$ cat config.mk
export PLATFORM = sky130hd
export DESIGN_NAME = cpu_top
export DESIGN_NICKNAME = d
export VERILOG_FILES = /design/src/isa_pkg.sv /design/src/uarch_pkg.sv /design/src/alu.sv /design/src/bus_select.sv /design/src/program_counter.sv /design/src/register_bank.sv /design/src/sequencer.sv /design/src/shared_ram.sv /design/src/cpu_top.sv
export SDC_FILE = /design/constraint.sdc
export NUM_CORES = 2
export LEC_CHECK = 0
export BUFFER_PORTS_ARGS = -buffer_cell sky130_fd_sc_hd__clkbuf_2
export CAP_MARGIN = 20
export CORE_MARGIN = 4
export CORE_UTILIZATION = 36
export CTS_CLUSTER_SIZE = 14
export DETAILED_ROUTE_END_ITERATION = 12
export HOLD_SLACK_MARGIN = 0.06
export PLACE_DENSITY = 0.55
export SYNTH_ARGS = -nofsm -noshare
export SYNTH_HDL_FRONTEND = slang
export SYNTH_HIERARCHICAL = 1
export SYNTH_SLANG_ARGS = --single-unit
$ cat constraint.sdc
create_clock -name clk -period 9.03 [get_ports clk]
set_input_delay 0.4515 -clock clk [delete_from_list [all_inputs] [get_ports clk]]
set_output_delay 0.4515 -clock clk [all_outputs]
set_load 0.03 [all_outputs]
$ cat src/isa_pkg.sv
// Instruction set definitions for the 8-bit accumulator processor
// Opcode encodings, ALU operation codes and architectural widths
`default_nettype none

package isa_pkg;

    localparam int data_w = 8;                 // Data bus and register width
    localparam int addr_w = 16;                // Architectural address width

    localparam logic [7:0] op_nop    = 8'h00;
    localparam logic [7:0] op_ldai   = 8'h01;  // Immediate loads
    localparam logic [7:0] op_ldbi   = 8'h02;
    localparam logic [7:0] op_ldhi   = 8'h03;
    localparam logic [7:0] op_ldli   = 8'h04;
    localparam logic [7:0] op_lda_hl = 8'h05;  // Indirect through H:L
    localparam logic [7:0] op_sta_hl = 8'h06;
    localparam logic [7:0] op_add    = 8'h10;  // ALU group puts A op B into A
    localparam logic [7:0] op_sub    = 8'h11;
    localparam logic [7:0] op_and    = 8'h12;
    localparam logic [7:0] op_or     = 8'h13;
    localparam logic [7:0] op_xor    = 8'h14;
    localparam logic [7:0] op_mov_ab = 8'h20;  // Register moves
    localparam logic [7:0] op_mov_ba = 8'h21;
    localparam logic [7:0] op_mov_ah = 8'h22;
    localparam logic [7:0] op_mov_al = 8'h23;
    localparam logic [7:0] op_jmp    = 8'h30;  // Address high byte then low byte follow
    localparam logic [7:0] op_jz     = 8'h31;
    localparam logic [7:0] op_halt   = 8'hFF;

    localparam logic [2:0] alu_add = 3'd0;
    localparam logic [2:0] alu_sub = 3'd1;
    localparam logic [2:0] alu_and = 3'd2;
    localparam logic [2:0] alu_or  = 3'd3;
    localparam logic [2:0] alu_xor = 3'd4;

endpackage

`default_nettype wire

$ cat src/uarch_pkg.sv
// Microarchitecture constants for the accumulator processor
// Stage counter size and memory geometry
`default_nettype none

package uarch_pkg;

    // Longest instruction takes four stages
    localparam int stage_w = 2;

    localparam int mem_aw    = 8;             // Low address bits seen by memory
    localparam int mem_depth = 256;           // Bytes of shared memory

endpackage

`default_nettype wire

$ cat src/alu.sv
// Arithmetic and logic unit
// Latches its operation in the first stage of an ALU instruction and
// forms A op B combinationally from then on
`timescale 1ns/1ps
`default_nettype none

module alu (
    input  wire logic                        clk,
    input  wire logic                        ireg_reset,
    input  wire logic                        alu_op_load,
    input  wire logic [2:0]                  alu_op,
    input  wire logic [isa_pkg::data_w-1:0]  a_q,
    input  wire logic [isa_pkg::data_w-1:0]  b_q,
    output logic      [isa_pkg::data_w-1:0]  result
);

    logic [2:0] op_q;                                   // Held operation code

    always_ff @(posedge clk) begin
        if (ireg_reset) begin
            op_q <= isa_pkg::alu_add;
        end else if (alu_op_load) begin
            op_q <= alu_op;
        end
    end

    always_comb begin
        case (op_q)
            isa_pkg::alu_add: result = a_q + b_q;       // Carry out dropped
            isa_pkg::alu_sub: result = a_q - b_q;       // Wraps modulo 256
            isa_pkg::alu_and: result = a_q & b_q;
            isa_pkg::alu_or:  result = a_q | b_q;
            isa_pkg::alu_xor: result = a_q ^ b_q;
            default:          result = '0;
        endcase
    end

endmodule

`default_nettype wire

$ cat src/bus_select.sv
// Data bus selector
// Fixed-priority pick of the single source driving the shared data bus;
// the bus reads zero when no source is enabled
`timescale 1ns/1ps
`default_nettype none

module bus_select (
    input  wire logic [isa_pkg::data_w-1:0]  a_q,
    input  wire logic [isa_pkg::data_w-1:0]  b_q,
    input  wire logic [isa_pkg::data_w-1:0]  h_q,
    input  wire logic [isa_pkg::data_w-1:0]  l_q,
    input  wire logic [isa_pkg::data_w-1:0]  result,
    input  wire logic [isa_pkg::data_w-1:0]  mem_rdata,
    input  wire logic                        a_out,
    input  wire logic                        b_out,
    input  wire logic                        h_out,
    input  wire logic                        l_out,
    input  wire logic                        alu_out,
    input  wire logic                        mem_read,
    output logic      [isa_pkg::data_w-1:0]  data_bus
);

    always_comb begin
        if (mem_read)     data_bus = mem_rdata;         // Fetch and operand reads
        else if (alu_out) data_bus = result;
        else if (a_out)   data_bus = a_q;
        else if (b_out)   data_bus = b_q;
        else if (h_out)   data_bus = h_q;
        else if (l_out)   data_bus = l_q;
        else              data_bus = '0;
    end

endmodule

`default_nettype wire

$ cat src/program_counter.sv
// Program counter
// Steps past each fetched byte and takes the memory address register
// on a jump; a jump load wins over an increment
`timescale 1ns/1ps
`default_nettype none

module program_counter (
    input  wire logic                        clk,
    input  wire logic                        ireg_reset,
    input  wire logic                        run,
    input  wire logic                        pc_inc,
    input  wire logic                        pc_load,
    input  wire logic [isa_pkg::addr_w-1:0]  mar_q,
    output logic      [isa_pkg::addr_w-1:0]  pc_q
);

    always_ff @(posedge clk) begin
        if (ireg_reset || !run) begin
            pc_q <= '0;                                 // Programs start at address 0
        end else if (pc_load) begin
            pc_q <= mar_q;
        end else if (pc_inc) begin
            pc_q <= pc_q + 1'b1;
        end
    end

endmodule

`default_nettype wire

$ cat src/register_bank.sv
// Architectural register bank
// A, B, H, L, instruction register and the two-byte memory address
// register, all loaded from the shared data bus, plus the zero flag
`timescale 1ns/1ps
`default_nettype none

module register_bank (
    input  wire logic                        clk,
    input  wire logic                        ireg_reset,
    input  wire logic                        run,
    input  wire logic [isa_pkg::data_w-1:0]  data_bus,
    input  wire logic                        a_load,
    input  wire logic                        b_load,
    input  wire logic                        h_load,
    input  wire logic                        l_load,
    input  wire logic                        ir_load,
    input  wire logic                        mar_h_load,
    input  wire logic                        mar_l_load,
    input  wire logic                        alu_out,
    output logic      [isa_pkg::data_w-1:0]  a_q,
    output logic      [isa_pkg::data_w-1:0]  b_q,
    output logic      [isa_pkg::data_w-1:0]  h_q,
    output logic      [isa_pkg::data_w-1:0]  l_q,
    output logic      [7:0]                  opcode,
    output logic      [isa_pkg::addr_w-1:0]  mar_q,
    output logic                             zero_flag
);

    always_ff @(posedge clk) begin
        if (ireg_reset || !run) begin
            a_q       <= '0;
            b_q       <= '0;
            h_q       <= '0;
            l_q       <= '0;
            opcode    <= isa_pkg::op_nop;               // First cycle with run fetches
            mar_q     <= '0;
            zero_flag <= 1'b0;
        end else begin
            if (a_load) a_q <= data_bus;
            if (b_load) b_q <= data_bus;
            if (h_load) h_q <= data_bus;
            if (l_load) l_q <= data_bus;
            if (ir_load) opcode <= data_bus;
            if (mar_h_load) mar_q[isa_pkg::addr_w-1:isa_pkg::data_w] <= data_bus;
            if (mar_l_load) mar_q[isa_pkg::data_w-1:0] <= data_bus;
            if (a_load && alu_out) begin
                zero_flag <= (data_bus == '0);         // Only ALU results touch Z
            end
        end
    end

endmodule

`default_nettype wire

$ cat src/sequencer.sv
// Instruction sequencer
// Stage counter plus decode of opcode and stage into one cycle of
// control strobes. Every instruction ends in a fetch stage that loads
// the next opcode and clears the stage. HALT parks the machine at stage 0.
`timescale 1ns/1ps
`default_nettype none

module sequencer (
    input  wire logic       clk,
    input  wire logic       ireg_reset,
    input  wire logic       run,
    input  wire logic [7:0] opcode,
    input  wire logic       zero_flag,
    output logic            a_load,
    output logic            b_load,
    output logic            h_load,
    output logic            l_load,
    output logic            a_out,
    output logic            b_out,
    output logic            h_out,
    output logic            l_out,
    output logic            alu_out,
    output logic            alu_op_load,
    output logic [2:0]      alu_op,
    output logic            mar_h_load,
    output logic            mar_l_load,
    output logic            mem_read,
    output logic            mem_write,
    output logic            addr_from_pc,
    output logic            pc_inc,
    output logic            pc_load,
    output logic            ir_load,
    output logic            stage_clear,
    output logic            halted
);

    logic [uarch_pkg::stage_w-1:0] stage;
    logic                          fetch;      // Last stage of every instruction
    logic                          imm;        // Operand byte read at PC
    logic                          take;       // Jump path for JMP and JZ

    assign halted = (opcode == isa_pkg::op_halt);
    assign take   = (opcode == isa_pkg::op_jmp) || zero_flag;

    always_ff @(posedge clk) begin
        if (ireg_reset || !run || stage_clear) begin
            stage <= '0;
        end else if (!halted) begin
            stage <= stage + 1'b1;
        end
    end

    always_comb begin
        {a_load, b_load, h_load, l_load} = 4'b0000;
        {a_out, b_out, h_out, l_out, alu_out} = 5'b00000;
        {mar_h_load, mar_l_load, mem_read, mem_write} = 4'b0000;
        {addr_from_pc, pc_inc, pc_load, ir_load, stage_clear} = 5'b00000;
        alu_op_load = 1'b0;
        alu_op      = isa_pkg::alu_add;
        fetch       = 1'b0;
        imm         = 1'b0;

        case (opcode)
            isa_pkg::op_ldai, isa_pkg::op_ldbi, isa_pkg::op_ldhi, isa_pkg::op_ldli: begin
                if (stage == 0) begin
                    imm    = 1'b1;
                    a_load = (opcode == isa_pkg::op_ldai);
                    b_load = (opcode == isa_pkg::op_ldbi);
                    h_load = (opcode == isa_pkg::op_ldhi);
                    l_load = (opcode == isa_pkg::op_ldli);
                end else begin
                    fetch = 1'b1;
                end
            end
            isa_pkg::op_add, isa_pkg::op_sub, isa_pkg::op_and, isa_pkg::op_or,
            isa_pkg::op_xor: begin
                if (stage == 0) begin
                    alu_op_load = 1'b1;                 // ALU holds op for next stage
                    case (opcode)
                        isa_pkg::op_sub: alu_op = isa_pkg::alu_sub;
                        isa_pkg::op_and: alu_op = isa_pkg::alu_and;
                        isa_pkg::op_or:  alu_op = isa_pkg::alu_or;
                        isa_pkg::op_xor: alu_op = isa_pkg::alu_xor;
                        default:         alu_op = isa_pkg::alu_add;
                    endcase
                end else if (stage == 1) begin
                    alu_out = 1'b1;                     // Result into A and zero flag
                    a_load  = 1'b1;
                end else begin
                    fetch = 1'b1;
                end
            end
            isa_pkg::op_mov_ab, isa_pkg::op_mov_ba, isa_pkg::op_mov_ah,
            isa_pkg::op_mov_al: begin
                if (stage == 0) begin
                    b_out  = (opcode == isa_pkg::op_mov_ba);
                    a_out  = !b_out;
                    a_load = b_out;
                    b_load = (opcode == isa_pkg::op_mov_ab);
                    h_load = (opcode == isa_pkg::op_mov_ah);
                    l_load = (opcode == isa_pkg::op_mov_al);
                end else begin
                    fetch = 1'b1;
                end
            end
            isa_pkg::op_lda_hl, isa_pkg::op_sta_hl: begin
                case (stage)
                    2'd0: {h_out, mar_h_load} = 2'b11;  // MAR high from H
                    2'd1: {l_out, mar_l_load} = 2'b11;  // MAR low from L
                    2'd2: begin
                        mem_read  = (opcode == isa_pkg::op_lda_hl);
                        a_load    = mem_read;
                        a_out     = !mem_read;
                        mem_write = !mem_read;
                    end
                    default: fetch = 1'b1;
                endcase
            end
            isa_pkg::op_jmp, isa_pkg::op_jz: begin
                case (stage)
                    2'd0: begin
                        pc_inc     = 1'b1;              // Skip address byte when not taken
                        imm        = take;
                        mar_h_load = take;
                    end
                    2'd1: begin
                        pc_inc     = 1'b1;
                        imm        = take;
                        mar_l_load = take;
                    end
                    2'd2: begin
                        pc_load = take;
                        fetch   = !take;
                    end
                    default: fetch = 1'b1;
                endcase
            end
            isa_pkg::op_halt: begin
                // Nothing issues and stage stays at 0
            end
            default: fetch = 1'b1;                      // NOP and unused opcodes
        endcase

        if (fetch) begin
            ir_load     = 1'b1;
            stage_clear = 1'b1;
        end
        if (fetch || imm) begin
            mem_read     = 1'b1;
            addr_from_pc = 1'b1;
            pc_inc       = 1'b1;
        end
    end

endmodule

`default_nettype wire

$ cat src/shared_ram.sv
// Shared program and data memory
// One write port, owned by the host loader while run is low and by the
// processor while run is high. Two combinational read ports: one for the
// processor and a peek port the host can use at any time.
`timescale 1ns/1ps
`default_nettype none

module shared_ram (
    input  wire logic                          clk,
    input  wire logic                          run,
    input  wire logic                          host_we,
    input  wire logic [uarch_pkg::mem_aw-1:0]  host_addr,
    input  wire logic [isa_pkg::data_w-1:0]    host_wdata,
    input  wire logic [uarch_pkg::mem_aw-1:0]  cpu_addr,
    input  wire logic                          mem_write,
    input  wire logic [isa_pkg::data_w-1:0]    data_bus,
    input  wire logic [uarch_pkg::mem_aw-1:0]  peek_addr,
    output logic      [isa_pkg::data_w-1:0]    mem_rdata,
    output logic      [isa_pkg::data_w-1:0]    peek_data
);

    logic [isa_pkg::data_w-1:0] mem [uarch_pkg::mem_depth];

    always_ff @(posedge clk) begin
        if (run) begin
            if (mem_write) mem[cpu_addr] <= data_bus;   // Processor owns writes
        end else if (host_we) begin
            mem[host_addr] <= host_wdata;               // Loader path
        end
    end

    assign mem_rdata = mem[cpu_addr];
    assign peek_data = mem[peek_addr];

endmodule

`default_nettype wire

$ cat src/cpu_top.sv
// Accumulator processor top level
// Sequencer, register bank, ALU, bus selector and program counter
// around a memory shared with the host loader
`timescale 1ns/1ps
`default_nettype none

module cpu_top (
    input  wire logic                          clk,
    input  wire logic                          ireg_reset,
    input  wire logic                          run,
    input  wire logic                          host_we,
    input  wire logic [uarch_pkg::mem_aw-1:0]  host_addr,
    input  wire logic [isa_pkg::data_w-1:0]    host_wdata,
    input  wire logic [uarch_pkg::mem_aw-1:0]  peek_addr,
    output logic      [isa_pkg::data_w-1:0]    peek_data,
    output logic                               halted
);

    logic [isa_pkg::data_w-1:0]   data_bus;
    logic [isa_pkg::data_w-1:0]   a_q;
    logic [isa_pkg::data_w-1:0]   b_q;
    logic [isa_pkg::data_w-1:0]   h_q;
    logic [isa_pkg::data_w-1:0]   l_q;
    logic [isa_pkg::data_w-1:0]   result;
    logic [isa_pkg::data_w-1:0]   mem_rdata;
    logic [7:0]                   opcode;
    logic [isa_pkg::addr_w-1:0]   mar_q;
    logic [isa_pkg::addr_w-1:0]   pc_q;
    logic [uarch_pkg::mem_aw-1:0] cpu_addr;
    logic [2:0]                   alu_op;
    logic a_load, b_load, h_load, l_load;
    logic a_out, b_out, h_out, l_out, alu_out;
    logic alu_op_load, mar_h_load, mar_l_load;
    logic mem_read, mem_write, addr_from_pc;
    logic pc_inc, pc_load, ir_load, stage_clear;
    logic zero_flag;

    // Memory sees only the low address bits
    assign cpu_addr = addr_from_pc ? pc_q[uarch_pkg::mem_aw-1:0]
                                   : mar_q[uarch_pkg::mem_aw-1:0];

    sequencer u_sequencer (.*);

    register_bank u_register_bank (.*);

    alu u_alu (.*);

    bus_select u_bus_select (.*);

    program_counter u_program_counter (.*);

    shared_ram u_shared_ram (.*);

endmodule

`default_nettype wire

# Yosys cells after proc, flatten, opt, wreduce, memory -nomap -nowiden
# Memories as Yosys holds them, arrays and structs flattened.
# Index checks and enable logic that the tools add are counted.
# classes
n_addsub,4
n_eq_ne,24
mux,68
n_bitwise,3
reduce_logical,22
# op_table
cell,count
two-way mux 8 bit,9
== test 8 x 6 -> 1 bit (second input constant),6
two-way mux 1 bit,43
== test 8 x 5 -> 1 bit (second input constant),5
one-hot mux 8 bit (5 select lines),1
two-way mux 16 bit,2
== test 8 x 3 -> 1 bit (second input constant),3
adder 16 x 1 -> 16 bit (second input constant),1
== test 8 x 2 -> 1 bit (second input constant),2
one-hot mux 1 bit (2 select lines),8
OR reduction 8 bit,2
one-hot mux 3 bit (4 select lines),1
adder 8 bit,1
bitwise AND 8 bit,1
== test 8 x 1 -> 1 bit (second input constant),1
== test 8 bit (second input constant),1
logical NOT 8 bit,1
bitwise OR 8 bit,1
OR reduction 4 bit,2
subtractor 8 bit,1
XOR 8 bit,1
== test 3 x 2 -> 1 bit (second input constant),2
two-way mux 3 bit,2
OR reduction 2 bit,3
other kinds (15),21
# word_totals
register_bits,78
ramBits,2048
inputBits,28
output_inout_bits,9
wordCells,133
mem_count,1
# mem_list
name,depth,width,rd,rd_clocked_by_memory_dff,write_ports,line,rtl
u_shared_ram.mem,256,8,2,0,1,shared_ram.sv:22,logic [isa_pkg::data_w-1:0] mem [uarch_pkg::mem_depth];

# Longest topological paths before layout
# An unclocked memory read counts as a cell.
# depth
word_depth,11
depth_mapped,28

# Hierarchy
# The synthesis kept the hierarchy.
# by_module_without_submodules
mod,n_inst,cells_each,area_each_um2
shared_ram,1,4970,96334.9
register_bank,1,197,2103.3
alu,1,136,1066.0
program_counter,1,102,892.1
sequencer,1,92,644.4
bus_select,1,52,441.7
cpu_top,1,9,131.4

# Worst setup path before layout
# No wires, ideal clock.
# synth_timing
kind,flip-flop to flip-flop
start,register u_register_bank.opcode[0]
end,memory u_shared_ram/mem[0][0] (netlist bit) (data pin)
setup_ps,823
arrival_time_ps,7479
required_time_ps,8207
slack_ps,728
stages_incl_launch_ff,24
n_path_buf,7
synth_period_minus_slack_ps,8302
path_cell_list,dfxtp_1 buf_4 nand3_1 nor3_1 a211oi_1 nor3_4 nand2_1 buf_6 mux2_4 buf_6 buf_12 buf_6 buf_4 nor2b_1 clkbuf_1 a221oi_1 o21ai_0 a31oi_1 nor4_1 nor4_1 nor2b_1 o22ai_1 nand2_1 nand2_1
# synth_lines
item,line,rtl
"start, declared",register_bank.sv:24,"output logic [7:0] opcode,"
"start signal, assigned",register_bank.sv:35,opcode <= isa_pkg::op_nop;
"start signal, assigned",register_bank.sv:43,if (ir_load) opcode <= data_bus;
== test 8 bit,n/a,
named net halted,cpu_top.sv:16,output logic halted
one-hot mux 1 bit (5 select lines),sequencer.sv:63,case (opcode)
logical OR 1 bit,sequencer.sv:148,if (fetch || imm) begin
two-way mux 1 bit,sequencer.sv:148,
named net addr_from_pc,cpu_top.sv:34,"logic mem_read, mem_write, addr_from_pc;"
two-way mux 8 bit,cpu_top.sv:39,assign cpu_addr = addr_from_pc ? pc_q[uarch_pkg::mem_aw-1:0]
named net cpu_addr (one bit),cpu_top.sv:29,logic [uarch_pkg::mem_aw-1:0] cpu_addr;
memory (256 x 8 bit),n/a,
named net mem_rdata (one bit),cpu_top.sv:25,logic [isa_pkg::data_w-1:0] mem_rdata;
two-way mux 8 bit,bus_select.sv:24,if (mem_read) data_bus = mem_rdata;
named net data_bus (one bit),cpu_top.sv:19,logic [isa_pkg::data_w-1:0] data_bus;
two-way mux 8 bit (no source line),n/a,
"end, declared",shared_ram.sv:22,
# The timed path passes the listed nets, and every way through them passes these cells.

# Worst setup path after layout
# layout_timing
start,register u_register_bank.opcode[0]
end,memory u_shared_ram/mem[136][6] (netlist bit) (data pin)
# layout_via
elab_chain_cells,11
# layout_rtl
item,line,rtl
== test 8 x 6 -> 1 bit,"sequencer.sv:43, sequencer.sv:63",
logical OR 1 bit,sequencer.sv:43,assign take = (opcode == isa_pkg::op_jmp) || zero_flag;
logical NOT 1 bit,sequencer.sv:133,fetch = !take;
one-hot mux 1 bit (2 select lines),sequencer.sv:120,case (stage)
one-hot mux 1 bit (5 select lines),sequencer.sv:63,
logical OR 1 bit (*),sequencer.sv:148,
two-way mux 1 bit (*),sequencer.sv:148,
named net addr_from_pc,cpu_top.sv:34,
two-way mux 8 bit (*),cpu_top.sv:39,
named net cpu_addr (one bit),cpu_top.sv:29,
memory (256 x 8 bit) (*),n/a,
named net mem_rdata (one bit),cpu_top.sv:25,
two-way mux 8 bit (*),bus_select.sv:24,
named net data_bus (one bit),cpu_top.sv:19,
two-way mux 8 bit (no source line) (*),n/a,
# Mark *: on every way through the listed nets, which the timed path passes. The rest lies on a longest branch.

==> flow_summary_export.csv <==
group,metric,value,unit
setup_path,r2r_end,"u_shared_ram/mem[136][6]",
timing,fin_hold_ws,0.1509,ns
logic_synthesis,synth_area_per_cell,18.40,sq um
route,routedWlPerCell,35.51,um
clocking,cts_resized,0,
hold_path,hp-class,"in -> reg",
grt,antenna_found_initial,14,
setup_path,cp_max_fo,144,
logic_synthesis,syn_inst,5482,
clocking,cts_buffers,227,
pwr,cellPowerDensity,266.5,nW/um^2
route,vias,60053,
finish,stdcell_count,9574,
route,wirelength,340000,um
floorplan,core-area,279100,sq um
pwr,leakagePower,34.75,nW
timing,fin_setup_tns,0,ns
pwr,power_frac_seq,44.6,%
timing,hold_viol,0,
hold_path,min_to,"u_sequencer/stage[0]",
route,drt_iter0_markers,7890,
clocking,cts.sink_count,2110,
clocking,clk_path_buf_depth,4,
setup_path,crit_type,"reg -> reg",
setup_path,ff2ff_path_depth,20,
timing,max_freq,0.1146,GHz
setup_path,cp-start-kind,"flip-flop",
floorplan,ios,37,
hold_path,hold_path_depth,2,
pwr,vdd_ir_drop_max,0.0007510,V
route,final_antenna_net_count,0,
floorplan,fp-row-count,194,
timing,worstMarginPinSlew,1.363,ns
finish,finish.utilization,40.68,%
placement,post-dp-hpwl,220900,um
grt,grt_pass1_wl,472100,um
timing,fin_crit,8.729,ns
placement,gp_congestion,0.8868,
hold_path,worstHoldStart,"run",
placement,port_buffers,36,
setup_path,cp.arrival,9.10,ns
placement,placed_area,106400,sq um
setup_path,reg2reg_from,"u_register_bank/opcode[0]",
clocking,cts_tree,"yes",
finish,final_net_count,5733,
timing,rsz0062_at_grt,"false",
timing,finalSetupViolations,0,
clocking,root_buffer,"clkbuf_16",
pwr,clock_power_share,29.6,%
flow_run,drv_cap,0,
pwr,p_switching,0.009251,W
pwr,p_int,0.02101,W
timing,max-slew-margin-rel,9.100,%
finish,syn2layout_area_growth,12.59,%
timing,fin_skew,0.06820,ns
run_status,status,"finished clean",
setup_path,required,9.40,ns
grt,grt_overflow,0,
clocking,post-cts-setup-buffers,0,
floorplan,dieWidth,537.3,um
pwr,swShare,30.57,%
placement,place_inst,9153,
finish,final_cell_area,113600,sq um
finish,drive_gt1_share,30.81,%
setup_path,rrSetupSlack,0.30,ns
grt,grt_pass1_vias,59230,
logic_synthesis,netlist_area,100900,sq um
route,viasPerCell,6.273,
route,drc,0,
setup_path,end_kind,"flip-flop",
grt,globalRouteTotalUtil,23.07,%
grt,grt_max_degree,209,
pwr,pwr-share-comb,25.7,%
logic_synthesis,syn_nets,5540,
clocking,h-tree-depth,4,
logic_synthesis,ys_warn_count,6,
floorplan,die_h,537.3,um
floorplan,die_area,288700,sq um
clocking,clock_latency,0.90,ns
floorplan,start_util,36.13,%
timing,slew_violations,0,
route,drtPass1Iterations,6,
timing,fin_crit_sh,96.67,%
clocking,cts.clk_slew.worst_paths,0.06,ns
-- routing by layer --
layer | GRT usage, % | part of all wire, % | up-vias
met5 | 0 | 0.011 | -
met4 | 7.582 | 3.8 | 6
met3 | 5.118 | 10 | 591
met2 | 36.16 | 46 | 3373
met1 | 32.05 | 39 | 32408
li1 | - | - | 23675
-- through the flow --
stage          worst slack [ns]  total power [W]
2_1_floorplan            0.7282          0.01930
3_3_place_gp             0.6894          0.02128
6_report                 0.3009          0.03026
3_5_place_dp             0.6870          0.02146
5_1_grt                 0.05049          0.03130
4_1_cts                  0.6670          0.03036
-- power groups by stage --
| stage | Combinational, W | Sequential [W] | Clock [W] |
|---|---|---|---|
| global route | 0.00824 | 0.0135 | 0.00955 |
| finish | 0.00779 | 0.0135 | 0.00896 |
| CTS | 0.00776 | 0.0135 | 0.00911 |
| global placement | 0.00759 | 0.0137 | 0 |
| floorplan | 0.00481 | 0.0145 | 0 |
| detailed placement | 0.00776 | 0.0137 | 0 |
-- timing repair --
item / 4_1_cts / 5_1_grt
setup endpoints to repair: 0 / 61
endpoints found under the hold margin: 13 / 0
hold buffers: 1 / 0
-- worst max path at each step --
stage                                          from                  endpoint  slack (ns)  cells past startpoint
after floorplan           u_register_bank/opcode[0]    u_shared_ram/mem[0][0]        0.73                     23
after global placement    u_register_bank/opcode[0]  u_shared_ram/mem[138][6]        0.69                     21
after detailed placement  u_register_bank/opcode[0]  u_shared_ram/mem[131][6]        0.69                     21
after CTS                 u_register_bank/opcode[0]   u_shared_ram/mem[65][7]        0.67                     20
after global routing      u_register_bank/opcode[0]  u_shared_ram/mem[225][6]        0.05                     19
final                     u_register_bank/opcode[0]  u_shared_ram/mem[136][6]        0.30                     20
-- area by class of cell --
type	count	area [sq um]
antenna	11	27.53
inverter	32	122.6
timing repair buffer	412	3588
tap	3724	4659
clock inverter	120	1046
multi-input combinational	2892	35460
clock buffer	273	5917
fill	24848	165600
sequential	2110	62740
-- placed cells by master, fill, tap and decap left out, drive strengths merged, types with 11 or more instances in the layout --
master,count
edfxtp,2048
mux4,983
buf,379
nor2,362
mux2i,337
clkbuf,305
nand2,188
a21oi,121
clkinv,90
o221ai,85
a22oi,80
a221oi,80
o22ai,73
dfxtp,62
o21ai,56
a22o,54
nand3,53
a211oi,47
nor2b,41
inv,36
nor3,35
ha,29
mux2,27
nand2b,23
nand3b,19
nor4,19
bufinv,17
xnor2,17
a31oi,15
and2,15
diode,11
-- worst max-delay path: stages (launching register included) --
cell	delay, ns
dfxtp_1	0.67
nand3_1	0.21
nor3_1	0.55
a211oi_1	0.16
nor3_4	0.32
nand2_1	0.54
mux2_8	1.02
buf_4	0.58
mux4_2	0.38
a22o_1	0.23
a221oi_1	0.46
o22ai_1	0.33
nor4bb_1	0.93
buf_4	0.24
nor4_1	0.06
buf_4	0.22
nor2b_1	0.15
o22ai_1	0.26
nand2_1	0.20
nand2_4	0.09
buf_12	0.20
-- sequential cells by signal, indices dropped and copies added, names as in the netlist --
name / flops
u_shared_ram/mem: 2048
u_program_counter/pc_q: 8
u_register_bank/a_q: 8
u_register_bank/b_q: 8
u_register_bank/h_q: 8
u_register_bank/l_q: 8
u_register_bank/mar_q: 8
u_register_bank/opcode: 8
u_alu/op_q: 3
u_sequencer/stage: 2
u_register_bank/zero_flag: 1
Note: power is estimated with default switching activity, not from simulation.
